`src/common/scope_pkg.sv`:
```
//----------------------------------------------------------
// shared constants and enums for the digitizer core
// one frame is ten signed 12-bit samples per clock
// status codes are the raw acquisition state values
//----------------------------------------------------------
package scope_pkg;

	//----------------------------------------------------------
	// datapath sizes
	//----------------------------------------------------------
	localparam int SAMPLE_W        = 12;                       // signed adc sample
	localparam int FRAME_SAMPLES   = 10;                       // samples per clock
	localparam int FRAME_W         = SAMPLE_W * FRAME_SAMPLES; // 120 bits packed
	localparam int ADDR_W          = 10;                       // 1024 frame buffer
	localparam int CMD_BYTES       = 8;                        // fixed command length
	localparam int WORD_BYTES      = 4;                        // bytes per reply word
	localparam int WORDS_PER_FRAME = 5;                        // two samples per word
	localparam int FW_VERSION      = 18;                       // info command reply
	localparam int STATUS_W        = 8;                        // status code width

	//----------------------------------------------------------
	// host opcodes, byte 0 of a command
	//----------------------------------------------------------
	typedef enum logic [3:0] {
		OP_READ_EVENT = 4'd0, // stream the captured event
		OP_ARM        = 4'd1, // arm trigger, reply status
		OP_INFO       = 4'd2, // firmware version
		OP_TRIG_CFG   = 4'd8  // thresholds, offset, tot
	} cmd_op_e;

	typedef enum logic [1:0] {
		TRIG_NONE = 2'd0, // free run, capture at once
		TRIG_RISE = 2'd1,
		TRIG_FALL = 2'd2
	} trig_type_e;

	// values go to the host unchanged as the status byte
	typedef enum logic [STATUS_W-1:0] {
		ACQ_READY     = 8'd0,
		ACQ_RISE_ARM  = 8'd1,   // waiting for a sample below lower
		ACQ_RISE_FIRE = 8'd2,   // counting frames above upper
		ACQ_FALL_ARM  = 8'd3,
		ACQ_FALL_FIRE = 8'd4,
		ACQ_POST      = 8'd250, // post-trigger capture
		ACQ_DONE      = 8'd251  // event held for readout
	} acq_state_e;

endpackage

```
`src/command/host_tx.sv`:
```
//----------------------------------------------------------
// reply word and event readout stream to the host
// event words pack two samples, zeros above each one
// o_tx_done marks the transfer of the last word
//----------------------------------------------------------
`timescale 1ns/100ps

module host_tx import scope_pkg::*; (
	input  logic               clk,
	input  logic               rstn,
	input  logic               i_tx_start,
	input  logic               i_tx_event,     // readout rather than one word
	input  logic [31:0]        i_tx_word,
	input  logic [31:0]        i_tx_len,       // bytes
	input  logic [ADDR_W-1:0]  i_rd_start,
	output logic [ADDR_W-1:0]  o_rd_addr,
	input  logic [FRAME_W-1:0] i_rd_frame,     // one cycle after o_rd_addr
	output logic               o_tvalid,
	input  logic               i_tready,
	output logic [31:0]        o_tdata,
	output logic [3:0]         o_tkeep,
	output logic               o_tlast,
	output logic               o_tx_done,
	output logic               o_readout_done
);

	typedef enum logic [1:0] {
		TX_IDLE,
		TX_FETCH, // buffer read in progress
		TX_SEND
	} tx_state_e;

	tx_state_e   state;
	logic [31:0] remain;     // bytes still to send
	logic [2:0]  word_idx;   // word within the frame
	logic        event_mode;
	logic [31:0] word_q;     // single reply payload
	logic [31:0] frame_word;
	logic        xfer;

	assign xfer = o_tvalid && i_tready;

	// word k carries samples 2k and 2k+1
	assign frame_word = {{(16-SAMPLE_W){1'b0}},
		i_rd_frame[word_idx*2*SAMPLE_W + SAMPLE_W +: SAMPLE_W],
		{(16-SAMPLE_W){1'b0}},
		i_rd_frame[word_idx*2*SAMPLE_W +: SAMPLE_W]};

	assign o_tdata = event_mode ? frame_word : word_q;
	assign o_tlast = (remain <= 32'(WORD_BYTES));
	assign o_tkeep = (remain >= 32'(WORD_BYTES)) ? 4'b1111 : ~(4'b1111 << remain[1:0]);
	assign o_tx_done      = xfer && o_tlast;
	assign o_readout_done = o_tx_done && event_mode;

	always_ff @(posedge clk) begin
		if (state == TX_IDLE && i_tx_start) word_q <= i_tx_word;
	end

	//----------------------------------------------------------
	// stream FSM
	//----------------------------------------------------------
	always_ff @(posedge clk or negedge rstn) begin
		if (!rstn) begin
			state      <= TX_IDLE;
			o_tvalid   <= 1'b0;
			remain     <= '0;
			word_idx   <= '0;
			event_mode <= 1'b0;
			o_rd_addr  <= '0;
		end else begin
			unique case (state)
				TX_IDLE: begin
					if (i_tx_start) begin
						remain     <= i_tx_len;
						event_mode <= i_tx_event;
						word_idx   <= '0;
						if (i_tx_event) begin
							o_rd_addr <= i_rd_start;
							state     <= TX_FETCH;
						end else begin
							o_tvalid <= 1'b1;
							state    <= TX_SEND;
						end
					end
				end
				TX_FETCH: begin // frame lands at this edge
					o_tvalid <= 1'b1;
					state    <= TX_SEND;
				end
				TX_SEND: begin
					if (xfer) begin
						remain <= remain - 32'(WORD_BYTES);
						if (o_tlast) begin
							o_tvalid <= 1'b0;
							state    <= TX_IDLE;
						end else if (event_mode && word_idx == 3'(WORDS_PER_FRAME - 1)) begin
							word_idx  <= '0;
							o_rd_addr <= o_rd_addr + 1'b1; // next frame, ring wrap
							o_tvalid  <= 1'b0;
							state     <= TX_FETCH;
						end else begin
							word_idx <= word_idx + 3'd1;
						end
					end
				end
				default: state <= TX_IDLE;
			endcase
		end
	end

	// a stalled word must not change under the host
	a_hold_stall : assert property (@(posedge clk) disable iff (!rstn)
		(o_tvalid && !i_tready) |=> $stable({o_tdata, o_tkeep, o_tlast}));

endmodule

```
`config.mk`:
```
export PLATFORM = sky130hd
export DESIGN_NAME = host_tx
export DESIGN_NICKNAME = d
export VERILOG_FILES = /design/src/common/scope_pkg.sv /design/src/command/host_tx.sv
export SDC_FILE = /design/constraint.sdc
export NUM_CORES = 1
export LEC_CHECK = 0
export BUFFER_PORTS_ARGS = -buffer_cell sky130_fd_sc_hd__buf_2
export CORE_MARGIN = 3
export CORE_UTILIZATION = 47
export DETAILED_ROUTE_END_ITERATION = 8
export PLACE_DENSITY = 0.81
export REMOVE_ABC_BUFFERS = 1
export SYNTH_ARGS = -nofsm -noshare
export SYNTH_HDL_FRONTEND = slang
export SYNTH_SLANG_ARGS = --single-unit
```
`constraint.sdc`:
```
create_clock -name clk -period 3.4 [get_ports clk]
set_input_delay 0.51 -clock clk [delete_from_list [all_inputs] [get_ports clk]]
set_output_delay 0.51 -clock clk [all_outputs]
set_load 0.02 [all_outputs]
```
# Word level (Yosys, flattened, before mapping)
# Cells that the tools add are included.
[word_totals] out_inout_bits=50 elab_cells=70 inputBits=199 ff_bits=81
[op_classes] reduce_logical=14 n_lt_le_gt_ge=2 n_bitwise=1 shifts=3 mux=28 n_mul=1 add_sub_neg=4 n_eq_ne=10
[ops] op="$shiftx 120x11->12" n=1
[ops] op="$shiftx 120x9->12" n=1
[ops] op="$mux 32" n=3
[ops] op="$pmux 32 s2" n=1
[ops] op="$mux 10" n=5
[ops] op="$ge 32x3->1 const B" n=1
[ops] op="$le 32x3->1 const B" n=1
[ops] op="$sub 32x3->32 const B" n=1
[ops] op="$pmux 10 s2" n=1
[ops] op="$mux 3" n=4
[ops] op="$ne 2x2->1 const B" n=6
[ops] op="$add 10x1->10 const B" n=1
[ops] op="$add 9x4->10 const B" n=1
[ops] op="$mux 2" n=5
[ops] op="$pmux 2 s3" n=1
[ops] op="$pmux 3 s2" n=1
[ops] op="$reduce_and 3->1" n=2
[ops] op="$reduce_and 6->1" n=1
[ops] op="$logic_and 1x1->1" n=5
[ops] op="$mul 3x2->5 const B" n=1
[ops] op="$mux 1" n=5
[ops] op="$reduce_and 5->1" n=1
[ops] op="$mux 4" n=1
[ops] op="$not 4->4" n=1
[ops] op="12 further kinds" n=12

# Depth between registers and ports, before layout
# Gate-level depths: netlist of the first run.
[logic_depth] word_depth=6 depth_mapped=10 mapped_depth_nobuf=7

# Worst setup path after synthesis of the first run
# Ideal clock, no wire load.
[synth_path] kind="register to output" startpoint="register remain[2]" endpoint="output port o_tkeep[0]" path_stages_with_launch=9 slack_ns=0.673 arrival_time_ns=2.217 t_required_ns=2.890 cell_sequence="dfrtp_1 -> inv_1 -> ha_1 -> nor3b_1 -> and4_1 -> buf_2 -> and2_1 -> nand3_1 -> or3_1"
[synth_between] elab_chain_len=2
[synth_lines] item="from (decl)" line_no="host_tx.sv:34" text="logic [31:0] remain;"
[synth_lines] item="from (signal assigned)" line_no="host_tx.sv:74" text="remain <= i_tx_len;"
[synth_lines] item="from (signal assigned)" line_no="host_tx.sv:92" text="remain <= remain - 32'(WORD_BYTES);"
[synth_lines] item="$ge 32x3->1" line_no="host_tx.sv:51" text="assign o_tkeep = (remain >= 32'(WORD_BYTES)) ? 4'b1111 : ~(4'b1111 << remain[1:0]);"
[synth_lines] item="$mux 4" line_no="host_tx.sv:51"
[synth_lines] item="to (decl)" line_no="host_tx.sv:21" text="output logic [3:0] o_tkeep,"
# No other way between the ends.

# Worst setup path in the final report of the first run
# Ends and elaborated chain as after synthesis.

==> flow_summary.ini, run 1 <==
[synthesis]
synth_area_sq_um = 5117
synth_cells = 531
synth_ff_type = dfrtp_1
synthArstFlopShare = 0.6049
ys_seq_area_frac = 0.4274
ys_seq_elements = 81
synth_area_leaders = dfrtp_1 24%, edfxtp_1 19%, mux4_2 11%, nor2_1 5.6%, a221oi_1 4.1%
yosysWarnings = 0
synth_top_area_frac = 0.2396
synth_area_leader_cell = dfrtp_1
synth_edf_count = 32
synth_common_cells = 76 x nor2_1, 49 x dfrtp_1, 43 x nand2_1, 38 x a21oi_1, 35 x clkbuf_1
synthDistinctLibCells = 62
synth.most_common_cell = nor2_1
avgSynthCellArea_sq_um = 9.637

[finish]
fin_nets = 967
utilization = 0.6426
drive_gt1_frac = 0.4115
synthToLayoutAreaGrowth_pct = 31.37
final_area_sq_um = 6723
fin_cells = 907
num-fill-cells = 892
multi_input_area_sq_um = 2774
register_area_sq_um = 2188

[placement]
placed_area_sq_um = 6499
gp_congestion = 0.9460
dp_cells = 888
port_buffers = 248
dp_hpwl_mm = 13.45
place_ws_ps = 452.5

[sta]
setup_ws_ps = 191.3
slew_viol_final = 0
rsz0062_at_grt = false
hold_viol_final = 0
fmax_ghz = 0.3117
setup_violations = 0
slew_headroom = 0.2645
finalCritPeriodShare = 0.9437
period_minus_slack_ps = 3209
fin_tns_setup_ps = 0
tightest_slew_ps = 1103
finClkSkew_ps = 8.614

[clocking]
root_buffer = clkbuf_8
post-cts-setup-buffers = 0
cts_tree = yes
clk-insertion-delay-late_ps = 360
clk_path_buf_depth = 2
clk_pin_slew_ps = 80
cts.sinks = 81
htree_levels = 3
cts_made_buffers = 9

[detailed_routing]
totalWireLength_mm = 18.03
drt_iter0_drc = 570
vias = 5562
ant_nets = 0
avgViaCountPerCell = 6.132
drc = 0
dr.pass1.iters = 5
wl_per_cell_microns = 19.88

[floorplan]
initial_utilization = 0.4891
num_io_pins = 249
die_x_microns = 110.3
dieArea_sq_um = 12180
die_h_microns = 110.3
rows = 37
core_area_sq_um = 10460

[global_route]
grt_pass1_vias = 5387
grt_pass1_wl_mm = 26.17
antenna_found_initial = 2
overflow = 0
grt_usage = 0.2799
grt_max_degree = 62

[worst_hold_path]
hold_class = input port to asynchronous set/reset pin

[critical_path]
r2r-start = word_idx[0]
rr_endpoint = o_rd_addr[1]
cp_slowest_stage_delay_ps = 440
crit_chain = inv_1 > ha_1 > nor3b_2 > and4_2 > and2_1 > nand3_1 > or3_1 > buf_2
crit_end = o_tkeep[0]
cp.depth = 8
crit_required_ps = 2890
crit_start = remain[2]
path_buf_inv = 2
worstPathArrival_ps = 2700
worstSetupPathType = flip-flop to primary output
reg2reg_depth = 8
crit_path_start_kind = flip-flop
slowest_stage = dfrtp_1
critPathTopFamily = simple AND/OR/NAND/NOR gates
cp_max_fo = 10
r2r_slack_ps = 740
end_kind = primary output

[run_status]
outcome = finished, final reports clean

[power_and_ir_drop]
ir_worst_vdd_uv = 498.3
p_leak_nw = 2.885
p_per_area_nw_per_um2 = 862.3

[flow_run]
maxCapViolCount = 0
==> how the worst min path moves through the flow <==
stage,start,end,slack [ps]
floorplan,rstn,event_mode,210
global placement,remain[18],remain[18],490
detailed placement,remain[18],remain[18],510
CTS,rstn,remain[24],240
global route,rstn,remain[24],260
finish,rstn,o_rd_addr[1],230
==> registers in the layout (all words and copies together) (netlist names) <==
signal	count
remain	32
word_q	32
o_rd_addr	10
word_idx	3
state	2
event_mode	1
o_tvalid	1
==> report_power, final <==
group / switching (mW) / internal, mW
registers: 0.490 / 1.45
clock network: 0.355 / 0.350
logic: 1.92 / 1.23
==> layer usage <==
layer	up-vias	part of all wire	global-route usage
li1	2527	-	-
met1	2656	0.37	0.3259
met2	322	0.51	0.4926
met3	55	0.096	0.07979
met4	2	0.026	0.09850
met5	-	0.00072	0
==> what timing repair did <==
| item | 4_1_cts | 5_1_grt |
|---|---|---|
| hold buffers | 0 | 0 |
| resized for setup | 0 | 3 |
| setup endpoints to repair | 0 | 2 |
==> placed cells by master (no fill, tap or decap), types with 12 or more instances in the layout <==
cell      count
a21oi_1      37
nor2_1       76
nand2_1      43
edfxtp_1     32
nor3_1       12
dfrtp_1      48
a221oi_1     24
buf_2       248
mux4_2       24
o21ai_0      28
nand3_1      22
==> cell type report <==
type,instances,area share
well taps,136,0.02531
repair buffers,260,0.1999
clock inverters,3,0.003164
inverters,10,0.005583
multi-input cells,401,0.4126
flip-flops and latches,81,0.3255
clock buffers,13,0.02680
diodes,3,0.001117
==> through the flow <==
stage               hold WS, ps  power (mW)
floorplan                 214.4       3.937
detailed placement        509.5       5.053
finish                    225.1       5.797
global route              264.5       6.198
global placement          485.0       4.933
CTS                       239.9       5.766
==> worst register-to-register path: stages (launching register included) <==
cell     delay, ps
dfrtp_2        720
inv_1          200
ha_1           160
nand3_1        140
o22ai_1        210
nor2b_1        170
buf_4          190
and2_1         380
mux2_2         380
==> cell families after synthesis <==
family          share of synthesized area
fa+ha+maj                         0.01222
mux                                0.1161
flops                              0.4274
compound gates                     0.2012
simple gates                       0.2064
buf+inv                           0.03667
No activity file was read; power rests on OpenSTA's default activity.
==> run 2: changes to the inputs <==
==> constraint.sdc (replaced) <==
create_clock -name clk -period 3.4 [get_ports clk]
set_input_delay 0.34 -clock clk [delete_from_list [all_inputs] [get_ports clk]]
set_output_delay 0.34 -clock clk [all_outputs]
set_load 0.02 [all_outputs]
==> run 2 against run 1 <==
Against the previous run:
- clock power decreased by 2%
- critical path depth unchanged
- design area about the same
- critical endpoint unchanged
- highest routed layer is now met4
==> flow_summary.ini, run 2 (synthesis gave the netlist of run 1 again) <==
[finish]
final_common_cell = buf_2
fin_nets = 971
synthToLayoutAreaGrowth_pct = 31.44
register_area_sq_um = 2188
most-common-layout-cells = 248 x buf_2, 76 x nor2_1, 48 x dfrtp_1, 43 x nand2_1, 37 x a21oi_1
final_area_sq_um = 6726
utilization = 0.6429
reg.largest.list = remain x32, word_q x32, o_rd_addr x10
multi_input_area_sq_um = 2760
fin_cells = 912
num-fill-cells = 879
drive_gt1_frac = 0.4106

[sta]
finClkSkew_ps = 13.89
period_minus_slack_ps = 3128
tightest_slew_ps = 1089
setup_ws_ps = 272.4
fmax_ghz = 0.3197
slew_headroom = 0.2740
setup_violations = 0
rsz0062_at_grt = false
whs_ps = 44.81
finalCritPeriodShare = 0.9199
hold_viol_final = 0
fin_tns_setup_ps = 0
slew_viol_final = 0

[power_and_ir_drop]
p_sw_mw = 2.748
p_seq_frac = 0.333
p_per_area_nw_per_um2 = 861.3
power_mw = 5.793
comb_power_share = 0.548
ir_worst_vdd_uv = 515.0
swShare = 0.4743
p_int_mw = 3.045
p_clk_frac = 0.119
p_leak_nw = 2.894

[clocking]
cts_tree = yes
htree_levels = 3
hold_buffers = 0
clk-insertion-delay-late_ps = 350
root_buffer = clkbuf_8
clk_path_buf_depth = 2
cts_made_buffers = 9
clk_pin_slew_ps = 90
cts.sinks = 81

[floorplan]
num_io_pins = 249
die_h_microns = 110.3
core_area_sq_um = 10460
die_x_microns = 110.3
initial_utilization = 0.4891
rows = 37
dieArea_sq_um = 12180

[critical_path]
end_kind = primary output
worstSetupPathType = flip-flop to primary output
worstPathArrival_ps = 2790
crit_required_ps = 3060
cp_max_fo = 10
crit_path_start_kind = flip-flop

[worst_hold_path]
hold_class = input port to asynchronous set/reset pin

[placement]
dp_hpwl_mm = 13.44
port_buffers = 248
place_ws_ps = 617.3
dp_cells = 892
gp_congestion = 0.9603
placed_area_sq_um = 6529

[global_route]
grt_usage = 0.2737
antenna_found_initial = 3
grt_max_degree = 46
overflow = 0
grt_pass1_wl_mm = 25.67
grt_pass1_vias = 5113

[detailed_routing]
totalWireLength_mm = 17.70
dr.pass1.iters = 6
ant_nets = 0
wl_per_cell_microns = 19.41
vias = 5516
drt_iter0_drc = 626
drc = 0
avgViaCountPerCell = 6.048

[run_status]
outcome = finished, final reports clean

[flow_run]
maxCapViolCount = 0
-- run 2: cell types whose count changed in the layout (fill, tap and decap cells not counted), sizes merged --
cell | previous run | this run
bufinv | 0 | 1
diode | 3 | 4
clkbuf | 13 | 11
inv | 7 | 8
buf | 260 | 264
-- run 2: per-layer routing --
layer  GRT usage  wire length [microns]  vias to the layer above
met1      0.3326                   6570                     2636
li1            -                      -                     2524
met4      0.1091                    469                        0
met2      0.4675                   8950                      311
met5           0                      0                        -
met3     0.06698                   1713                       45
-- run 2: layout make-up --
| class | count | share of cell area |
|---|---|---|
| sequential | 81 | 0.3253 |
| tap | 136 | 0.02530 |
| timing repair buffer | 264 | 0.2042 |
| multi-input combinational | 401 | 0.4103 |
| antenna | 4 | 0.001488 |
| clock buffer | 11 | 0.01953 |
| clock inverter | 5 | 0.008185 |
| inverter | 10 | 0.005580 |
-- run 2: power groups by stage --
stage	logic (mW)	clock network, mW	registers (mW)
2_1_floorplan	1.99	0	1.95
3_3_place_gp	3.05	0	1.91
3_5_place_dp	3.14	0	1.94
4_1_cts	3.15	0.701	1.92
5_1_grt	3.46	0.747	2.00
6_report	3.17	0.692	1.93
-- run 2: timing repair --
| item | CTS | global route |
|---|---|---|
| hold endpoints to repair | 0 | 0 |
| gates resized for setup | 0 | 1 |
| setup endpoints to repair | 0 | 2 |
| buffers inserted | 0 | 0 |
-- run 2: critical path, stage by stage, from the launching register on --
cell     delay, ps
dfrtp_1        400
inv_1          120
ha_1           270
nor3b_1        350
and4_2         410
and2_1         210
nand3_1        170
or3_1          350
buf_2          160
-- run 2: path summary, 6_finish.rpt --
path	endpoint	from	depth (start not counted)	slack, ps
min in group clk	word_q[17]	i_tx_word[17]	1	160
max in group asynchronous	remain[26]	rstn	2	2590
setup reg to reg	o_rd_addr[1]	word_idx[0]	8	880
hold reg to reg	word_idx[2]	word_idx[2]	2	550
setup / recovery	o_tkeep[0]	remain[3]	8	270
hold / removal	o_rd_addr[9]	rstn	1	40
==> run 3: changes to the inputs <==
--- a/config.mk
+++ b/config.mk
@@ -6,10 +6,12 @@
 export NUM_CORES = 1
 export LEC_CHECK = 0
 export BUFFER_PORTS_ARGS = -buffer_cell sky130_fd_sc_hd__buf_2
+export CELL_PAD_IN_SITES_DETAIL_PLACEMENT = 1
+export CELL_PAD_IN_SITES_GLOBAL_PLACEMENT = 2
 export CORE_MARGIN = 3
-export CORE_UTILIZATION = 47
+export CORE_UTILIZATION = 26
 export DETAILED_ROUTE_END_ITERATION = 8
-export PLACE_DENSITY = 0.81
+export PLACE_DENSITY_LB_ADDON = 0.1
 export REMOVE_ABC_BUFFERS = 1
 export SYNTH_ARGS = -nofsm -noshare
 export SYNTH_HDL_FRONTEND = slang
==> run 3 against run 2 <==
Against the previous run:
- sequential power grew 2%
- critical path type unchanged
- global-route usage shrank 7.8 points
- power grew 8.0%
- flip-flop and latch count is the same
==> flow_summary.ini, run 3 (synthesis gave the netlist of run 1 again) <==
[clocking]
clk-insertion-delay-late_ps = 340
post-cts-setup-buffers = 0
htree_levels = 3
root_buffer = clkbuf_16
clk_path_buf_depth = 2
cts_made_buffers = 9
cts_tree = yes
clk_pin_slew_ps = 70
cts.sinks = 81

[global_route]
grt_usage = 0.1958
antenna_found_initial = 6
overflow = 0
grt_max_degree = 46
grt_pass1_vias = 5696
grt_pass1_wl_mm = 33.31

[sta]
hold_viol_final = 0
finalCritPeriodShare = 0.9191
finClkSkew_ps = 7.178
fmax_ghz = 0.3200
fin_tns_setup_ps = 0
period_minus_slack_ps = 3125
tightest_slew_ps = 1183
rsz0062_at_grt = false
setup_violations = 0
whs_ps = 93.05
slew_headroom = 0.2114
slew_viol_final = 0

[placement]
port_buffers = 248
dp_hpwl_mm = 16.50
gp_congestion = 0.8820

[detailed_routing]
drc = 0
drt_iter0_drc = 198
avgViaCountPerCell = 5.204
vias = 5391
dr.pass1.iters = 5
ant_nets = 0
wl_per_cell_microns = 20.60
totalWireLength_mm = 21.34

[floorplan]
rows = 50
die_h_microns = 146.3
num_io_pins = 249
dieArea_sq_um = 21400
core_area_sq_um = 19020
initial_utilization = 0.2691
die_x_microns = 146.3

[critical_path]
worstSetupPathType = flip-flop to primary output
crit_chain = inv_1 > ha_1 > nor3b_1 > and4_2 > and2_1 > nand3_1 > or3_1 > buf_2
cp_slowest_stage_delay_ps = 450
crit_required_ps = 3060
end_kind = primary output
slowest_stage = dfrtp_1
crit_path_start_kind = flip-flop
cp_max_fo = 10
worstPathArrival_ps = 2790

[worst_hold_path]
hold_class = input port to asynchronous set/reset pin

[finish]
reg.largest.list = remain x32, word_q x32, o_rd_addr x10
synthToLayoutAreaGrowth_pct = 37.04
utilization = 0.3688
drive_gt1_frac = 0.4158
fin_nets = 971
most-common-layout-cells = 248 x buf_2, 76 x nor2_1, 48 x dfrtp_1, 43 x nand2_1, 37 x a21oi_1
final_common_cell = buf_2

[power_and_ir_drop]
p_per_area_nw_per_um2 = 892.4
ir_worst_vdd_uv = 327.9
p_leak_nw = 2.950

[flow_run]
maxCapViolCount = 0

[run_status]
outcome = finished, final reports clean
==> run 3: cell types whose count changed in the layout (fill, tap and decap cells not counted) <==
cell / previous run / this run
buf_4: 15 / 16
inv_6: 1 / 3
clkinvlp_4: 1 / 3
clkinv_1: 4 / 2
buf_12: 1 / 0
bufinv_16: 1 / 2
clkinv_2: 1 / 0
clkbuf_1: 2 / 0
clkbuf_8: 9 / 0
clkbuf_16: 0 / 9
==> run 3: cell type report <==
class	count	area (sq um)
Antenna cell	4	10.01
Tap cell	260	325.3
Inverter	10	41.29
Timing Repair Buffer	264	1361
Clock buffer	9	225.2
Multi-Input combinational cell	401	2760
Clock inverter	7	101.3
Sequential cell	81	2188
Fill cell	2323	12010
==> run 3: layer usage <==
metal	vias to the layer above	GRT usage	part of all wire
li1	2541	-	-
met1	2640	0.2356	0.40
met2	182	0.3508	0.52
met3	26	0.03662	0.059
met4	2	0.06679	0.019
met5	-	0	0.00052
==> run 3: worst max-delay path: cells and delay by family (launching register included) <==
| family | cells | cell delay [ps] |
|---|---|---|
| buffers and inverters | 2 | 260 |
| adders and majority gates | 1 | 250 |
| DFF | 1 | 450 |
| and+or+nand+nor | 5 | 1480 |
==> run 3: path summary, 6_finish.rpt <==
path | startpoint | to | slack [ps] | depth (start not counted)
worst min register to register | remain[18] | remain[18] | 510 | 2
worst max-delay path | remain[2] | o_tkeep[0] | 270 | 8
max in group asynchronous | rstn | remain[26] | 2510 | 2
min in group clk | i_tx_word[1] | word_q[1] | 170 | 1
worst max register to register | word_idx[0] | o_rd_addr[1] | 860 | 7
worst min-delay path | rstn | o_rd_addr[2] | 90 | 1
==> run 3: power by group <==
part	total, mW	switching [mW]	internal (mW)
clock network	1.09	0.440	0.652
registers	1.97	0.524	1.45
logic	3.20	1.95	1.24
==> run 3: repair_timing <==
item | CTS | global route
hold buffers | 0 | 0
setup endpoints to repair | 0 | 4
gates resized for setup | 0 | 2
==> run 3: stage by stage <==
step	setup WS, ps	std cells	cell area [sq um]	power (mW)
after global routing	25.24	1036	7013	6.739
final	274.9	1036	7013	6.258
after floorplan	170.2	492	4967	3.937
after detailed placement	544.1	1016	6671	5.221
after CTS	155.7	1032	6998	6.347
after global placement	665.2	1016	6671	5.150
