File: config.mk
export PLATFORM = sky130hd
export DESIGN_NAME = cmd_engine
export DESIGN_NICKNAME = d
export VERILOG_FILES = /design/src/common/scope_pkg.sv /design/src/command/cmd_engine.sv
export SDC_FILE = /design/constraint.sdc
export NUM_CORES = 1
export LEC_CHECK = 0
export ABC_CLOCK_PERIOD_IN_PS = 2250
export BUFFER_PORTS_ARGS = -buffer_cell sky130_fd_sc_hd__buf_4
export CORE_ASPECT_RATIO = 0.75
export CORE_MARGIN = 4
export CORE_UTILIZATION = 48
export CTS_BUF_LIST = sky130_fd_sc_hd__clkbuf_8
export CTS_CLUSTER_SIZE = 14
export DETAILED_ROUTE_END_ITERATION = 12
export PLACE_DENSITY = 0.91
export RECOVER_POWER = 50
export SETUP_SLACK_MARGIN = 0.5
export SLEW_MARGIN = 20
export SYNTH_ARGS = -nofsm -noshare
export SYNTH_HDL_FRONTEND = slang
export SYNTH_SLANG_ARGS = --single-unit
File: constraint.sdc
create_clock -name clk -period 2.25 [get_ports clk]
set_input_delay 0 -clock clk [delete_from_list [all_inputs] [get_ports clk]]
set_output_delay 0 -clock clk [all_outputs]
set_load 0.005 [all_outputs]
File: src/common/scope_pkg.sv
//----------------------------------------------------------
// shared constants and enums for the digitizer core
// one frame is ten signed 12-bit samples per clock
// status codes are the raw acquisition state values
//----------------------------------------------------------
package scope_pkg;

	//----------------------------------------------------------
	// datapath sizes
	//----------------------------------------------------------
	localparam int SAMPLE_W        = 12;                       // signed adc sample
	localparam int FRAME_SAMPLES   = 10;                       // samples per clock
	localparam int FRAME_W         = SAMPLE_W * FRAME_SAMPLES; // 120 bits packed
	localparam int ADDR_W          = 10;                       // 1024 frame buffer
	localparam int CMD_BYTES       = 8;                        // fixed command length
	localparam int WORD_BYTES      = 4;                        // bytes per reply word
	localparam int WORDS_PER_FRAME = 5;                        // two samples per word
	localparam int FW_VERSION      = 18;                       // info command reply
	localparam int STATUS_W        = 8;                        // status code width

	//----------------------------------------------------------
	// host opcodes, byte 0 of a command
	//----------------------------------------------------------
	typedef enum logic [3:0] {
		OP_READ_EVENT = 4'd0, // stream the captured event
		OP_ARM        = 4'd1, // arm trigger, reply status
		OP_INFO       = 4'd2, // firmware version
		OP_TRIG_CFG   = 4'd8  // thresholds, offset, tot
	} cmd_op_e;

	typedef enum logic [1:0] {
		TRIG_NONE = 2'd0, // free run, capture at once
		TRIG_RISE = 2'd1,
		TRIG_FALL = 2'd2
	} trig_type_e;

	// values go to the host unchanged as the status byte
	typedef enum logic [STATUS_W-1:0] {
		ACQ_READY     = 8'd0,
		ACQ_RISE_ARM  = 8'd1,   // waiting for a sample below lower
		ACQ_RISE_FIRE = 8'd2,   // counting frames above upper
		ACQ_FALL_ARM  = 8'd3,
		ACQ_FALL_FIRE = 8'd4,
		ACQ_POST      = 8'd250, // post-trigger capture
		ACQ_DONE      = 8'd251  // event held for readout
	} acq_state_e;

endpackage

File: src/command/cmd_engine.sv
//----------------------------------------------------------
// host command receiver and configuration registers
// commands are 8 bytes, byte 0 is the opcode
// next command is accepted only after the reply is sent
//----------------------------------------------------------
`timescale 1ns/100ps

module cmd_engine import scope_pkg::*; (
	input  logic                       clk,
	input  logic                       rstn,
	input  logic                       i_tvalid,
	output logic                       o_tready,
	input  logic [7:0]                 i_tdata,
	input  acq_state_e                 i_acq_state,
	input  logic [15:0]                i_event_count,
	input  logic [7:0]                 i_trig_sample,
	input  logic [ADDR_W-1:0]          i_trig_addr,
	input  logic                       i_tx_done,
	output logic                       o_arm,        // one cycle, after config update
	output trig_type_e                 o_trig_type,
	output logic [15:0]                o_post_len,
	output logic [7:0]                 o_tot,
	output logic signed [SAMPLE_W-1:0] o_lower_th,
	output logic signed [SAMPLE_W-1:0] o_upper_th,
	output logic                       o_tx_start,   // decode cycle only
	output logic                       o_tx_event,
	output logic [31:0]                o_tx_word,
	output logic [31:0]                o_tx_len,
	output logic [ADDR_W-1:0]          o_rd_start
);

	typedef enum logic [1:0] {
		CMD_IDLE,   // first cycle out of reset
		CMD_RX,     // collecting bytes
		CMD_DECODE,
		CMD_WAIT    // reply in flight
	} cmd_state_e;

	localparam int CNT_W = $clog2(CMD_BYTES);

	cmd_state_e              state;
	logic [7:0]              rx_byte [CMD_BYTES];
	logic [CNT_W-1:0]        rx_cnt;
	logic [ADDR_W-1:0]       pre_off;   // frames shown before the trigger
	logic [SAMPLE_W-1:0]     lo_base;
	logic [SAMPLE_W-1:0]     hi_base;
	logic                    op_known;  // upper opcode nibble clear
	cmd_op_e                 op;
	logic                    tx_open;

	assign o_tready = (state == CMD_RX);
	assign op       = cmd_op_e'(rx_byte[0][3:0]);
	assign op_known = (rx_byte[0][7:4] == 4'd0);
	assign lo_base  = {4'd0, rx_byte[1]} - {4'd0, rx_byte[2]} - SAMPLE_W'(128);
	assign hi_base  = {4'd0, rx_byte[1]} + {4'd0, rx_byte[2]} - SAMPLE_W'(128);
	assign o_rd_start = i_trig_addr - pre_off; // wraps in the ring

	//----------------------------------------------------------
	// reply selection, valid in the decode cycle
	//----------------------------------------------------------
	always_comb begin
		o_tx_start = 1'b0;
		o_tx_event = 1'b0;
		o_tx_word  = '0;
		o_tx_len   = 32'(WORD_BYTES); // single word reply
		if (state == CMD_DECODE && op_known) begin
			case (op)
				OP_READ_EVENT: begin
					o_tx_start = 1'b1;
					o_tx_event = 1'b1;
					o_tx_len   = {rx_byte[7], rx_byte[6], rx_byte[5], rx_byte[4]};
				end
				OP_ARM: begin
					o_tx_start = 1'b1;
					o_tx_word  = {i_event_count, i_trig_sample, i_acq_state}; // state before arm
				end
				OP_INFO: begin
					o_tx_start = 1'b1;
					o_tx_word  = 32'(FW_VERSION);
				end
				OP_TRIG_CFG: begin
					o_tx_start = 1'b1;
					o_tx_word  = 32'd8; // echo of the opcode
				end
				default: ;
			endcase
		end
	end

	// command bytes carry no reset
	always_ff @(posedge clk) begin
		if (state == CMD_RX && i_tvalid) rx_byte[rx_cnt] <= i_tdata;
	end

	//----------------------------------------------------------
	// receive FSM and configuration registers
	//----------------------------------------------------------
	always_ff @(posedge clk or negedge rstn) begin
		if (!rstn) begin
			state       <= CMD_IDLE;
			rx_cnt      <= '0;
			o_arm       <= 1'b0;
			o_trig_type <= TRIG_NONE;
			o_post_len  <= '0;
			o_tot       <= '0;
			o_lower_th  <= '0;
			o_upper_th  <= '0;
			pre_off     <= '0;
			tx_open     <= 1'b0;
		end else begin
			o_arm <= 1'b0;
			if (o_tx_start) tx_open <= 1'b1;
			else if (i_tx_done) tx_open <= 1'b0;
			unique case (state)
				CMD_IDLE: state <= CMD_RX;
				CMD_RX: begin
					if (i_tvalid) begin
						if (rx_cnt == CNT_W'(CMD_BYTES - 1)) begin
							rx_cnt <= '0;
							state  <= CMD_DECODE;
						end else begin
							rx_cnt <= rx_cnt + 1'b1;
						end
					end
				end
				CMD_DECODE: begin
					if (op_known && op == OP_ARM) begin
						o_trig_type <= trig_type_e'(rx_byte[1][1:0]);
						o_post_len  <= {rx_byte[5], rx_byte[4]};
						o_arm       <= 1'b1; // config settles this edge
					end
					if (op_known && op == OP_TRIG_CFG) begin
						o_lower_th <= $signed({lo_base[SAMPLE_W-5:0], 4'h8}); // x*16+8
						o_upper_th <= $signed({hi_base[SAMPLE_W-5:0], 4'h8});
						pre_off    <= {rx_byte[3][1:0], rx_byte[4]};
						o_tot      <= rx_byte[5];
					end
					state <= o_tx_start ? CMD_WAIT : CMD_RX; // unknown op sends nothing
				end
				CMD_WAIT: if (i_tx_done) state <= CMD_RX;
				default: state <= CMD_RX;
			endcase
		end
	end

	// host_tx handles one transfer at a time
	a_no_overlap : assert property (@(posedge clk) disable iff (!rstn)
		o_tx_start |-> !tx_open);

endmodule

# --- After elaboration in Yosys (flattened, before gate mapping) ---
# Memories as Yosys holds them, arrays and structs flattened. A register that Yosys moved wholly into a read port is not among the register bits.
# Index checks and enable logic that the tools add are counted.
totals:
  reg_bits: 60
  latch_bits: 0
  ramBits: 64
  mem_bits_ro: 0
  out_inout_bits: 128
  word_cells: 57
  n_memories: 1
op_classes:
  addsub: 6
  n_mul: 0
  div: 0
  magnitude_cmp: 0
  n_eq_ne: 10
  shift: 0
  muxes: 18
  bitwise_logic: 0
  reduce_logical: 13
mem_list:
  columns: ["name", "depth", "width", "rd", "rd_ports_with_merged_regs", "wr", "line", "text"]
  rows:
  - ["rx_byte", 8, 8, 8, 1, 1, "cmd_engine.sv:42", "logic [7:0] rx_byte [CMD_BYTES];"]
op_table:
  columns: ["operator", "count"]
  rows:
  - ["$mux W32", 3]
  - ["$pmux W32 S3", 1]
  - ["$sub A8 B8 Y8 const B", 2]
  - ["$sub A10 B10 Y10", 1]
  - ["$add A8 B8 Y8", 1]
  - ["$logic_not A4 Y1", 2]
  - ["$mux W1", 8]
  - ["$mux W2", 4]
  - ["$pmux W2 S4", 1]
  - ["$sub A8 B8 Y8", 1]
  - ["$reduce_and A2 Y1", 3]
  - ["$eq A2 B2 Y1 const B", 2]
  - ["$eq A4 B1 Y1 const B", 1]
  - ["$eq A4 B2 Y1 const B", 1]
  - ["$eq A4 B4 Y1 const B", 1]
  - ["$logic_and A1 B1 Y1", 4]
  - ["$ne A2 B2 Y1 const B", 2]
  - ["$reduce_or A4 Y1", 1]
  - ["$add A3 B1 Y3 const B", 1]
  - ["$eq A3 B3 Y1 const B", 1]
  - ["$mux W3", 1]
  - ["$reduce_and A3 Y1", 1]
  - ["$eq A2 B1 Y1 const B", 1]
  - ["$logic_not A2 Y1", 1]
  - ["2 further kinds", 2]

# --- Longest topological paths before layout ---
# Gate-level depths: netlist of the first run.
# An unclocked memory read counts as a cell.
depth:
  ltp_word: 7
  mapped_depth: 11

# --- Worst setup path after synthesis of the first run ---
# No wires, ideal clock.
synth_path:
  kind: "flip-flop to flip-flop"
  start: "mem rx_byte[1][1]"
  end: "reg o_upper_th[11]"
  t_arrival_ps: 2038
  required_ps: 2123
  slack_ps: 85
  stages_incl_launch_ff: 10
  n_path_buf: 0
  period_less_slack_ps: 2165
  cell_sequence: "edfxtp_1 -> ha_1 -> inv_1 -> ha_1 -> fa_1 -> a211oi_1 -> o21bai_1 -> a21oi_1 -> xnor2_1 -> o21ai_0"
synth_rtl:
  columns: ["item", "line", "text"]
  rows:
  - ["start: declaration", "cmd_engine.sv:42", null]
  - ["end signal: assignment", "cmd_engine.sv:134", "o_upper_th <= $signed({hi_base[SAMPLE_W-5:0], 4'h8});"]
  - ["end: declaration", "cmd_engine.sv:24", "output logic signed [SAMPLE_W-1:0] o_upper_th,"]

# --- Worst setup path in the final report of the first run ---
layout_path:
  start: "reg pre_off[0], read port of rx_byte"
  end: "out o_rd_start[8]"
layout_via:
  elab_chain_len: 1
layout_lines:
  columns: ["item", "line", "text"]
  rows:
  - ["start: declaration", "cmd_engine.sv:44", "logic [ADDR_W-1:0] pre_off;"]
  - ["$sub A10 B10 Y10", "cmd_engine.sv:56", "assign o_rd_start = i_trig_addr - pre_off;"]
  - ["end: declaration", "cmd_engine.sv:29", "output logic [ADDR_W-1:0] o_rd_start"]
# Every way passes these cells.

==> run metrics, run 1 <==
status finished with violations; failing checks max-capacitance violations, max-slew violations, negative setup slack; Area Growth Syn to Fin 65.9%; GPL Wtd Cong 0.894; IO Count 182; Tmin final 2.39 ns; total grt overflow 0; Worst Setup End Kind output pin; switch share 0.287; P_leak 4.37 nW; hold depth 4; GRT Util Overall 0.257; clock net sink count 116; largest net degree at the start of global routing 59; Buf/Inv on CP 2; crit path DAT 2.39 ns; Post-Layout Cell Count 895; fin crit share 1.06; Total Nets Final 818; Clock transition at path regs 0.07 ns; count of state elements after synthesis 116; Seq/Total Area, Yosys 0.553; hold path startpoint i_tx_done; root buf cell clkbuf_8; Routed WL 19900 um; Final Hold Viols 0; Worst path top cell family by delay adder cells; worst hold path class input port to flip-flop; die width 135 um; DPL Wire Length 10500 um; RSZ-0062 raised after global routing yes; layout cells sized above 1 0.599; row count 34; Hold Crit Endpoint state[1]; Reg2Reg Setup Slack 0.11 ns; Pins Over Slew Limit 38; CP cell instances ha_2 > inv_2 > fa_2 > a21oi_2 > o211ai_1 > or3_1 > a31oi_1 > xnor2_1 > buf_4; Synth Area in XOR/XNOR 0.0303; via count of the routed design 4720; initial antenna violation count 0; final worst slack -0.144 ns; Max VDD drop 0.545 mV; DRT antenna net count 0; First DRT Iteration DRCs 347; PD cells 668 nW/um^2; Die ar. 13900 um^2; total CTS buffers 17; Synth Cell Area 5770 um^2; Max-cap violations 1; WP data required 2.25 ns; slowest stage cell, crit path dfrtp_1; insertion delay to the later sink of the worst-skew pair 0.44 ns; CTS tree yes; antenna cells 0; DR pass1 iterations 6; Startpoint Class flip-flop; sw power 1.84 mW; Buffers on Ports 175; synth unique cells 44; Core Util, Final 0.822; Post-DP Area 7350 um^2; crit path kind flip-flop to output pin; Clock Skew 0.0172 ns; Worst-Margin Slew 1.50 ns; worst hold margin 0.0560 ns; register share of total power 0.403; largest family of logic cells by synthesized area simple AND/OR/NAND/NOR gates; Synth Area in Simple Gates 0.128; r2r worst-path depth 10; fmax 418 MHz; first-pass GRT wire length 27100 um; Syn Area/Cell 12.5 um^2; mux contribution to synthesized area 0.0843; Via-to-Cell Ratio 5.27; number of global-route vias before repair 4924; per-cell routed wire length 22.2 um; reg2reg end o_lower_th[11]; Setup violations, final 34; RR Startpoint rx_byte[1][1]; CP Max Fanout 2; Post-Synthesis Cells 462; relative slew slack -0.00123; cell area after layout 9580 um^2; die height 103 um; DR DRC count 0; placed cell count 792; Initial Util 0.495; adder-cell share of the synthesized area 0.0993; Ys Warns 0; Pint 4.56 mW; clock power share 0.352; core box area 11700 um^2; complex-gate fraction of the synthesized area 0.0596; crit-path max cell delay 0.36 ns; CTS HTree Levels 4; Fin Setup TNS -1.16 ns; Bufs on Longest Clock Path 2; Comb power frac 0.246
## area by class of cell
type / count / area, um^2
fillers: 612 / 2080
well taps: 162 / 203
flip-flops and latches: 116 / 3190
repair buffers: 256 / 2580
clock buffers: 18 / 248
multi-input cells: 299 / 3030
clock inverters: 14 / 209
inverters: 30 / 118
## placed cells by master (no fill, tap or decap), types with 15 or more instances in the layout
cell type,count
clkbuf_4,25
inv_1,22
dfrtp_1,58
buf_4,89
and2_4,60
mux2_4,24
nand2_1,21
edfxtp_1,58
ha_1,21
clkbuf_8,18
mux2_2,17
ha_4,18
buf_6,93
clkbuf_1,15
## synthesized netlist by cell type
cell type,number,area [um^2]
mux2_2,37,417
nor2_2,2,12.5
xnor2_1,8,70.1
nor2b_1,3,18.8
buf_6,2,22.5
nand4b_2,1,15.0
or2_2,1,6.26
nor3_1,4,20.0
nand2b_1,6,37.5
dfrtp_1,58,1450
a21oi_2,1,8.76
nor2_1,15,56.3
inv_1,30,113
a211oi_1,5,37.5
nand3_1,4,20.0
o21ai_0,18,90.1
conb_1,1,3.75
nor2b_2,2,17.5
and3_1,1,6.26
or3b_2,1,8.76
nand2_1,23,86.3
nand4_1,1,6.26
fa_1,3,60.1
edfxtp_1,58,1740
clkbuf_1,3,11.3
nand3b_1,2,15.0
and2_1,61,382
ha_1,41,513
o211ai_1,1,7.51
nor3_2,1,10.0
buf_4,11,82.6
a21oi_1,16,80.1
buf_2,6,30.0
or3_1,1,6.26
mux2_4,4,60.1
o21a_1,2,15.0
nor2b_4,1,13.8
a21o_1,5,37.5
a31oi_1,1,6.26
o21bai_1,5,37.5
o2111ai_1,1,8.76
xor2_1,12,105
o31ai_1,2,15.0
mux2i_1,1,10.0
## power groups by stage
stage	sequential [mW]	combinational, mW	clock (mW)
after floorplan	2.56	0.670	0
after global placement	2.58	1.01	0
after detailed placement	2.60	1.08	0
after CTS	2.55	1.35	2.23
after global routing	2.59	1.69	2.36
final	2.58	1.57	2.25
## per-stage QoR
step	worst slack (ns)	total power, mW
2_1_floorplan	0.264	3.23
3_3_place_gp	0.196	3.59
3_5_place_dp	0.0205	3.68
4_1_cts	-0.164	6.13
5_1_grt	-0.278	6.64
6_report	-0.144	6.40
## cells by family (layout without fill, tap and decap cells)
logic type / after synthesis / count (layout)
and+or+nand+nor: 130 / 130
DFF: 116 / 116
AOI/OAI and AO/OA: 57 / 57
buffers and inverters: 52 / 318
adders and majority gates: 44 / 44
muxes: 42 / 42
xor gates and xnor gates: 20 / 20
other: 1 / 6
## worst min-delay path: stages
cell and delay (ns):
buf_4 0.11, nor2b_1 0.12, a21oi_1 0.09, mux2i_1 0.12
## flip-flops by register name (all words and copies together), names as in the netlist
register	flops
rx_byte	58
o_post_len	16
pre_off	10
o_upper_th	9
o_tot	8
o_lower_th	7
rx_cnt	3
o_trig_type	2
state	2
o_arm	1
## worst max-delay path by stage
| stage | from | to | slack [ns] | cells after the start |
|---|---|---|---|---|
| final | pre_off[0] | o_rd_start[8] | -0.14 | 9 |
| after global routing | pre_off[0] | o_rd_start[8] | -0.28 | 9 |
| after global placement | rx_byte[1][1] | o_upper_th[11] | 0.20 | 9 |
| after CTS | pre_off[0] | o_rd_start[8] | -0.16 | 9 |
| after detailed placement | rx_byte[1][1] | o_lower_th[11] | 0.02 | 9 |
| after floorplan | rx_byte[1][1] | o_upper_th[11] | 0.26 | 9 |
## metal layers
metal | global-route usage | up-vias | share of wire
met5 | 0 | - | 0
met4 | 0.0689 | 0 | 0.015
li1 | - | 2097 | -
met1 | 0.324 | 2368 | 0.39
met2 | 0.446 | 224 | 0.53
met3 | 0.0688 | 31 | 0.066
## what timing repair did
item,in CTS,in global routing
hold buffers,10,0
setup endpoints to repair,139,140
setup buffers,26,21
pin swaps,55,57
endpoints found under the hold margin,117,0
gates cloned,8,6
resized for setup,231,37
Power figures use the tool's default switching activity.
==> run 2: changes to the inputs <==
--- a/config.mk
+++ b/config.mk
@@ -7,9 +7,11 @@
 export LEC_CHECK = 0
 export ABC_CLOCK_PERIOD_IN_PS = 2250
 export BUFFER_PORTS_ARGS = -buffer_cell sky130_fd_sc_hd__buf_4
+export CELL_PAD_IN_SITES_DETAIL_PLACEMENT = 0
+export CELL_PAD_IN_SITES_GLOBAL_PLACEMENT = 2
 export CORE_ASPECT_RATIO = 0.75
 export CORE_MARGIN = 4
-export CORE_UTILIZATION = 48
+export CORE_UTILIZATION = 31
 export CTS_BUF_LIST = sky130_fd_sc_hd__clkbuf_8
 export CTS_CLUSTER_SIZE = 14
 export DETAILED_ROUTE_END_ITERATION = 12
==> run metrics, run 2 (synthesis gave the netlist of run 1 again) <==
slowest stage cell, crit path dfrtp_1 (unchanged); CP cell instances ha_2 > inv_2 > fa_2 > a21oi_2 > o211ai_1 > or3_1 > a31oi_2 > xnor2_1 > buf_4 (was ha_2 > inv_2 > fa_2 > a21oi_2 > o211ai_1 > or3_1 > a31oi_1 > xnor2_1 > buf_4); layout cells sized above 1 0.586 (was 0.599); IO Count 182 (unchanged); Final Hold Viols 0 (unchanged); clock net sink count 116 (unchanged); GPL Wtd Cong 0.830 (was 0.894); CP Max Fanout 2 (unchanged); fin crit share 1.09 (was 1.06); Clock Skew 0.0103 ns (was 0.0172 ns); DR DRC count 0 (unchanged); crit path kind flip-flop to output pin (unchanged); row count 42 (was 34); crit path DAT 2.45 ns (was 2.39 ns); Buffers on Ports 175 (unchanged); antenna cells 0 (unchanged); WP data required 2.25 ns (about the same); Via-to-Cell Ratio 4.55 (was 5.27); Total Nets Final 831 (was 818); Tmin final 2.45 ns (was 2.39 ns); commonest non-fill, non-tap cell in the layout buf_6 (unchanged); switch share 0.293 (was 0.287); largest net degree at the start of global routing 59 (unchanged); Top Registers rx_byte: 58 flops, o_post_len: 16 flops, pre_off: 10 flops (unchanged); register share of total power 0.462 (was 0.403); worst hold path class input port to output pin (was input port to flip-flop); failing checks max-capacitance violations, max-slew violations, negative setup slack (unchanged); Pint 3.94 mW (was 4.56 mW); Worst path top cell family by delay adder cells (unchanged); final worst slack -0.197 ns (was -0.144 ns); Max-cap violations 1 (unchanged); Post-Layout Cell Count 988 (was 895); Bufs on Longest Clock Path 2 (unchanged); total CTS buffers 17 (unchanged); First DRT Iteration DRCs 171 (was 347); Pins Over Slew Limit 59 (was 38); register area 3190 um^2 (unchanged); RSZ-0062 raised after global routing yes (unchanged); initial antenna violation count 0 (unchanged); status finished with violations (unchanged); P_leak 4.41 nW (was 4.37 nW); die height 126 um (was 103 um); most frequent cells in the layout 99 x buf_6, 74 x buf_4, 60 x and2_4 (was 93 x buf_6, 89 x buf_4, 60 x and2_4); footprint of the multi-input gates 3090 um^2 (was 3030 um^2); Largest Register rx_byte (unchanged); CTS tree yes (unchanged); Startpoint Class flip-flop (unchanged); Comb power frac 0.263 (was 0.246); Worst-Margin Slew 1.55 ns (was 1.50 ns); sw power 1.63 mW (was 1.84 mW); GRT Util Overall 0.167 (was 0.257); total grt overflow 0 (unchanged); worst slack, placed 0.137 ns (was 0.0205 ns); per-cell routed wire length 18.8 um (was 22.2 um); via count of the routed design 4495 (was 4720); Clock transition at path regs 0.06 ns (was 0.07 ns); Max VDD drop 0.379 mV (was 0.545 mV); layout filler cell count 1518 (was 612); root buf cell clkbuf_8 (unchanged); DR pass1 iterations 4 (was 6); fmax 409 MHz (was 418 MHz); number of global-route vias before repair 4592 (was 4924); Die ar. 20900 um^2 (was 13900 um^2); DRT antenna net count 0 (unchanged); max reg flops 58 (unchanged); core box area 18000 um^2 (was 11700 um^2); overall power 5.56 mW (was 6.40 mW); die width 166 um (was 135 um); insertion delay to the later sink of the worst-skew pair 0.44 ns (about the same); CTS HTree Levels 4 (unchanged); Initial Util 0.321 (was 0.495); Setup violations, final 9 (was 34); placed cell count 871 (was 792); PD cells 573 nW/um^2 (was 668 nW/um^2); Routed WL 18600 um (was 19900 um); crit-path max cell delay 0.35 ns (was 0.36 ns); Buf/Inv on CP 2 (unchanged); Area Growth Syn to Fin 68.3% (was 65.9%); clock power share 0.275 (was 0.352); first-pass GRT wire length 26500 um (was 27100 um); relative slew slack -0.0361 (was -0.00123); Worst Setup End Kind output pin (unchanged); DPL Wire Length 11000 um (was 10500 um)
## run 2: power groups by stage
stage          logic (mW)  clock network, mW  registers (mW)
2_1_floorplan       0.670                  0            2.56
3_3_place_gp         1.03                  0            2.58
3_5_place_dp         1.06                  0            2.60
4_1_cts              1.30               1.57            2.56
5_1_grt              1.62               1.69            2.59
6_report             1.47               1.53            2.57
## run 2: metal layers
| layer | global-route usage | share of wire | vias to the layer above |
|---|---|---|---|
| met5 | 0 | 0 | - |
| met4 | 0.0349 | 0.0077 | 0 |
| met3 | 0.0539 | 0.071 | 12 |
| met2 | 0.267 | 0.49 | 130 |
| met1 | 0.225 | 0.43 | 2236 |
| li1 | - | - | 2117 |
## run 2: worst min-delay path: stages
cell,delay (ns)
buf_4,0.08
and2_4,0.13
buf_6,0.08
## run 2: repair_timing
item,CTS,global route
endpoints found under the hold margin,120,0
setup buffers,26,32
hold buffers,11,0
setup endpoints to repair,138,143
resized for setup,251,63
pin swaps,47,67
gates cloned,9,7
## run 2: metrics by stage
stage | util | area [um^2] | setup TNS [ns] | hold WS, ns
after floorplan | - | 5860 | 0 | -0.296
after global placement | 0.414 | 7440 | 0 | 0.134
after CTS | 0.511 | 9190 | -0.205 | 0.200
final | 0.541 | 9720 | -0.230 | 0.284
after detailed placement | 0.414 | 7440 | 0 | 0.148
after global routing | 0.541 | 9720 | -2.84 | 0.292
## run 2: final cells by class
class | count | area share
Tap cell | 242 | 0.0312
Clock inverter | 14 | 0.00605
Multi-Input combinational cell | 299 | 0.318
Clock buffer | 18 | 0.0255
Sequential cell | 116 | 0.329
Inverter | 30 | 0.0121
Timing Repair Buffer | 269 | 0.279
## run 2: final timing paths
check	slack [ns]	cells after the start	start	end
max in group asynchronous	0.83	2	rstn	o_upper_th[5]
min	0.28	3	i_acq_state[5]	o_tx_word[5]
min reg2reg	0.48	1	rx_byte[3][1]	pre_off[9]
max reg2reg	0.02	10	state[1]	o_post_len[8]
max	-0.20	9	pre_off[0]	o_rd_start[8]
min in group asynchronous	0.46	2	rstn	o_post_len[15]
==> run 3: changes to the inputs <==
==> constraint.sdc (replaced) <==
create_clock -name clk -period 2.25 [get_ports clk]
set_input_delay 0 -clock clk [delete_from_list [all_inputs] [get_ports clk]]
set_output_delay 0 -clock clk [all_outputs]
set_load 0.1 [all_outputs]
==> run metrics, run 3 (synthesis gave the netlist of run 1 again) <==
GRT Util Overall 0.178 (was 0.167); Reg2Reg Setup Slack -0.02 ns (was 0.02 ns); CP Max Fanout 2 (unchanged); Post-DP Area 7890 um^2 (was 7440 um^2); crit path DAT 2.61 ns (was 2.45 ns); relative slew slack -0.0326 (was -0.0361); P_leak 4.62 nW (was 4.41 nW); overall power 6.86 mW (was 5.56 mW); Area Growth Syn to Fin 85.4% (was 68.3%); Routed WL 18700 um (was 18600 um); final worst slack -0.358 ns (was -0.197 ns); Max-cap violations 1 (unchanged); Hold Crit Endpoint state[1] (was o_tx_word[5]); commonest non-fill, non-tap cell in the layout buf_4 (was buf_6); WP data required 2.25 ns (about the same); cell area after layout 10700 um^2 (was 9720 um^2); layout filler cell count 1380 (was 1518); Buffers on Ports 175 (unchanged); CTS tree yes (unchanged); Largest Register rx_byte (unchanged); status finished with violations (unchanged); insertion delay to the later sink of the worst-skew pair 0.43 ns (was 0.44 ns); number of global-route vias before repair 4729 (was 4592); Clock transition at path regs 0.07 ns (was 0.06 ns); max reg flops 58 (unchanged); initial antenna violation count 0 (unchanged); row count 42 (unchanged); Pins Over Slew Limit 59 (unchanged); root buf cell clkbuf_8 (unchanged); total CTS buffers 17 (unchanged); GPL Wtd Cong 0.837 (was 0.830); Clock Skew 0.0124 ns (was 0.0103 ns); Core Util, Final 0.596 (was 0.541); Via-to-Cell Ratio 4.52 (was 4.55); Max VDD drop 0.459 mV (was 0.379 mV); largest net degree at the start of global routing 59 (unchanged); Tmin final 2.61 ns (was 2.45 ns); antenna cells 0 (unchanged); Top Registers rx_byte: 58 flops, o_post_len: 16 flops, pre_off: 10 flops (unchanged); IO Count 182 (unchanged); crit path kind flip-flop to output pin (unchanged); r2r worst-path depth 13 (was 10); CTS HTree Levels 4 (unchanged); RSZ-0062 raised after global routing yes (unchanged); Total Nets Final 825 (was 831); per-cell routed wire length 19.0 um (was 18.8 um); Final Hold Viols 0 (unchanged); fmax 383 MHz (was 409 MHz); total grt overflow 0 (unchanged); die width 166 um (unchanged); failing checks max-capacitance violations, max-slew violations, negative setup slack (unchanged); first-pass GRT wire length 27800 um (was 26500 um); hold path startpoint i_tx_done (was i_acq_state[5]); First DRT Iteration DRCs 171 (unchanged); Initial Util 0.321 (unchanged); Die ar. 20900 um^2 (unchanged); clock net sink count 116 (unchanged); die height 126 um (unchanged); core box area 18000 um^2 (unchanged); Setup violations, final 51 (was 9); Startpoint Class flip-flop (unchanged); layout cells sized above 1 0.622 (was 0.586); fin crit share 1.16 (was 1.09); Bufs on Longest Clock Path 2 (unchanged); DPL Wire Length 11400 um (was 11000 um); Worst-Margin Slew 1.55 ns (about the same); DR pass1 iterations 4 (unchanged); worst hold path class input port to flip-flop (was input port to output pin); Worst Setup End Kind output pin (unchanged); DRT antenna net count 0 (unchanged); most frequent cells in the layout 96 x buf_4, 82 x buf_12, 60 x and2_4 (was 99 x buf_6, 74 x buf_4, 60 x and2_4); PD cells 641 nW/um^2 (was 573 nW/um^2); hold depth 4 (was 3); RR Startpoint state[0] (was state[1]); reg2reg end o_post_len[7] (was o_post_len[8]); DR DRC count 0 (unchanged); via count of the routed design 4437 (was 4495)
run 3: where the power goes:
part | leakage [nW] | internal (mW) | switching [mW]
registers | 1.32 | 2.43 | 0.143
clock network | 0.220 | 1.34 | 0.881
logic | 3.08 | 0.793 | 1.28
run 3: layout make-up:
type / count / area [um^2] / area share
clock buffers: 18 / 248 / 0.0231
well taps: 242 / 303 / 0.0283
multi-input cells: 299 / 3290 / 0.308
flip-flops and latches: 116 / 3190 / 0.298
clock inverters: 14 / 208 / 0.0194
repair buffers: 263 / 3340 / 0.312
inverters: 30 / 118 / 0.0110
run 3: critical path, cell delays in order, from the launching register on:
cell and delay [ns]:
dfrtp_1 0.36, ha_2 0.19, inv_2 0.04, fa_2 0.36, a21oi_4 0.16, o211ai_1 0.11, or3_4 0.39, a31oi_4 0.22
xnor2_4 0.15, buf_12 0.19
run 3: per-stage QoR:
| stage | worst slack (ns) | TNS [ns] | hold slack, ns | cells |
|---|---|---|---|---|
| 2_1_floorplan | 0.185 | 0 | -0.296 | 467 |
| 3_3_place_gp | 0.0401 | 0 | 0.130 | 875 |
| 3_5_place_dp | -0.0270 | -0.0270 | 0.138 | 875 |
| 4_1_cts | -0.356 | -2.40 | 0.0157 | 971 |
| 5_1_grt | -0.447 | -12.94 | 0.00952 | 982 |
| 6_report | -0.358 | -3.36 | 0.0283 | 982 |
run 3: worst max-delay path by stage:
stage,endpoint,from,slack (ns),cells past startpoint
detailed placement,o_rd_start[8],pre_off[0],-0.03,9
finish,o_rd_start[8],pre_off[0],-0.36,9
global route,o_rd_start[8],pre_off[0],-0.45,9
CTS,o_rd_start[8],pre_off[0],-0.36,9
global placement,o_rd_start[8],pre_off[0],0.04,9
floorplan,o_rd_start[8],pre_off[0],0.19,8
run 3: layer usage:
layer | vias up | wire length [um] | global-route usage
li1 | 2108 | - | -
met1 | 2184 | 8290 | 0.241
met2 | 121 | 9170 | 0.283
met3 | 24 | 1030 | 0.0523
met4 | 0 | 221 | 0.0412
met5 | - | 0 | 0
run 3: repair_timing:
| item | 4_1_cts | 5_1_grt |
|---|---|---|
| hold endpoints to repair | 118 | 0 |
| hold buffers | 10 | 0 |
| pin swaps | 54 | 33 |
| gates resized for setup | 339 | 56 |
| gates cloned | 13 | 0 |
| buffers inserted | 41 | 11 |
| setup endpoints to repair | 125 | 133 |
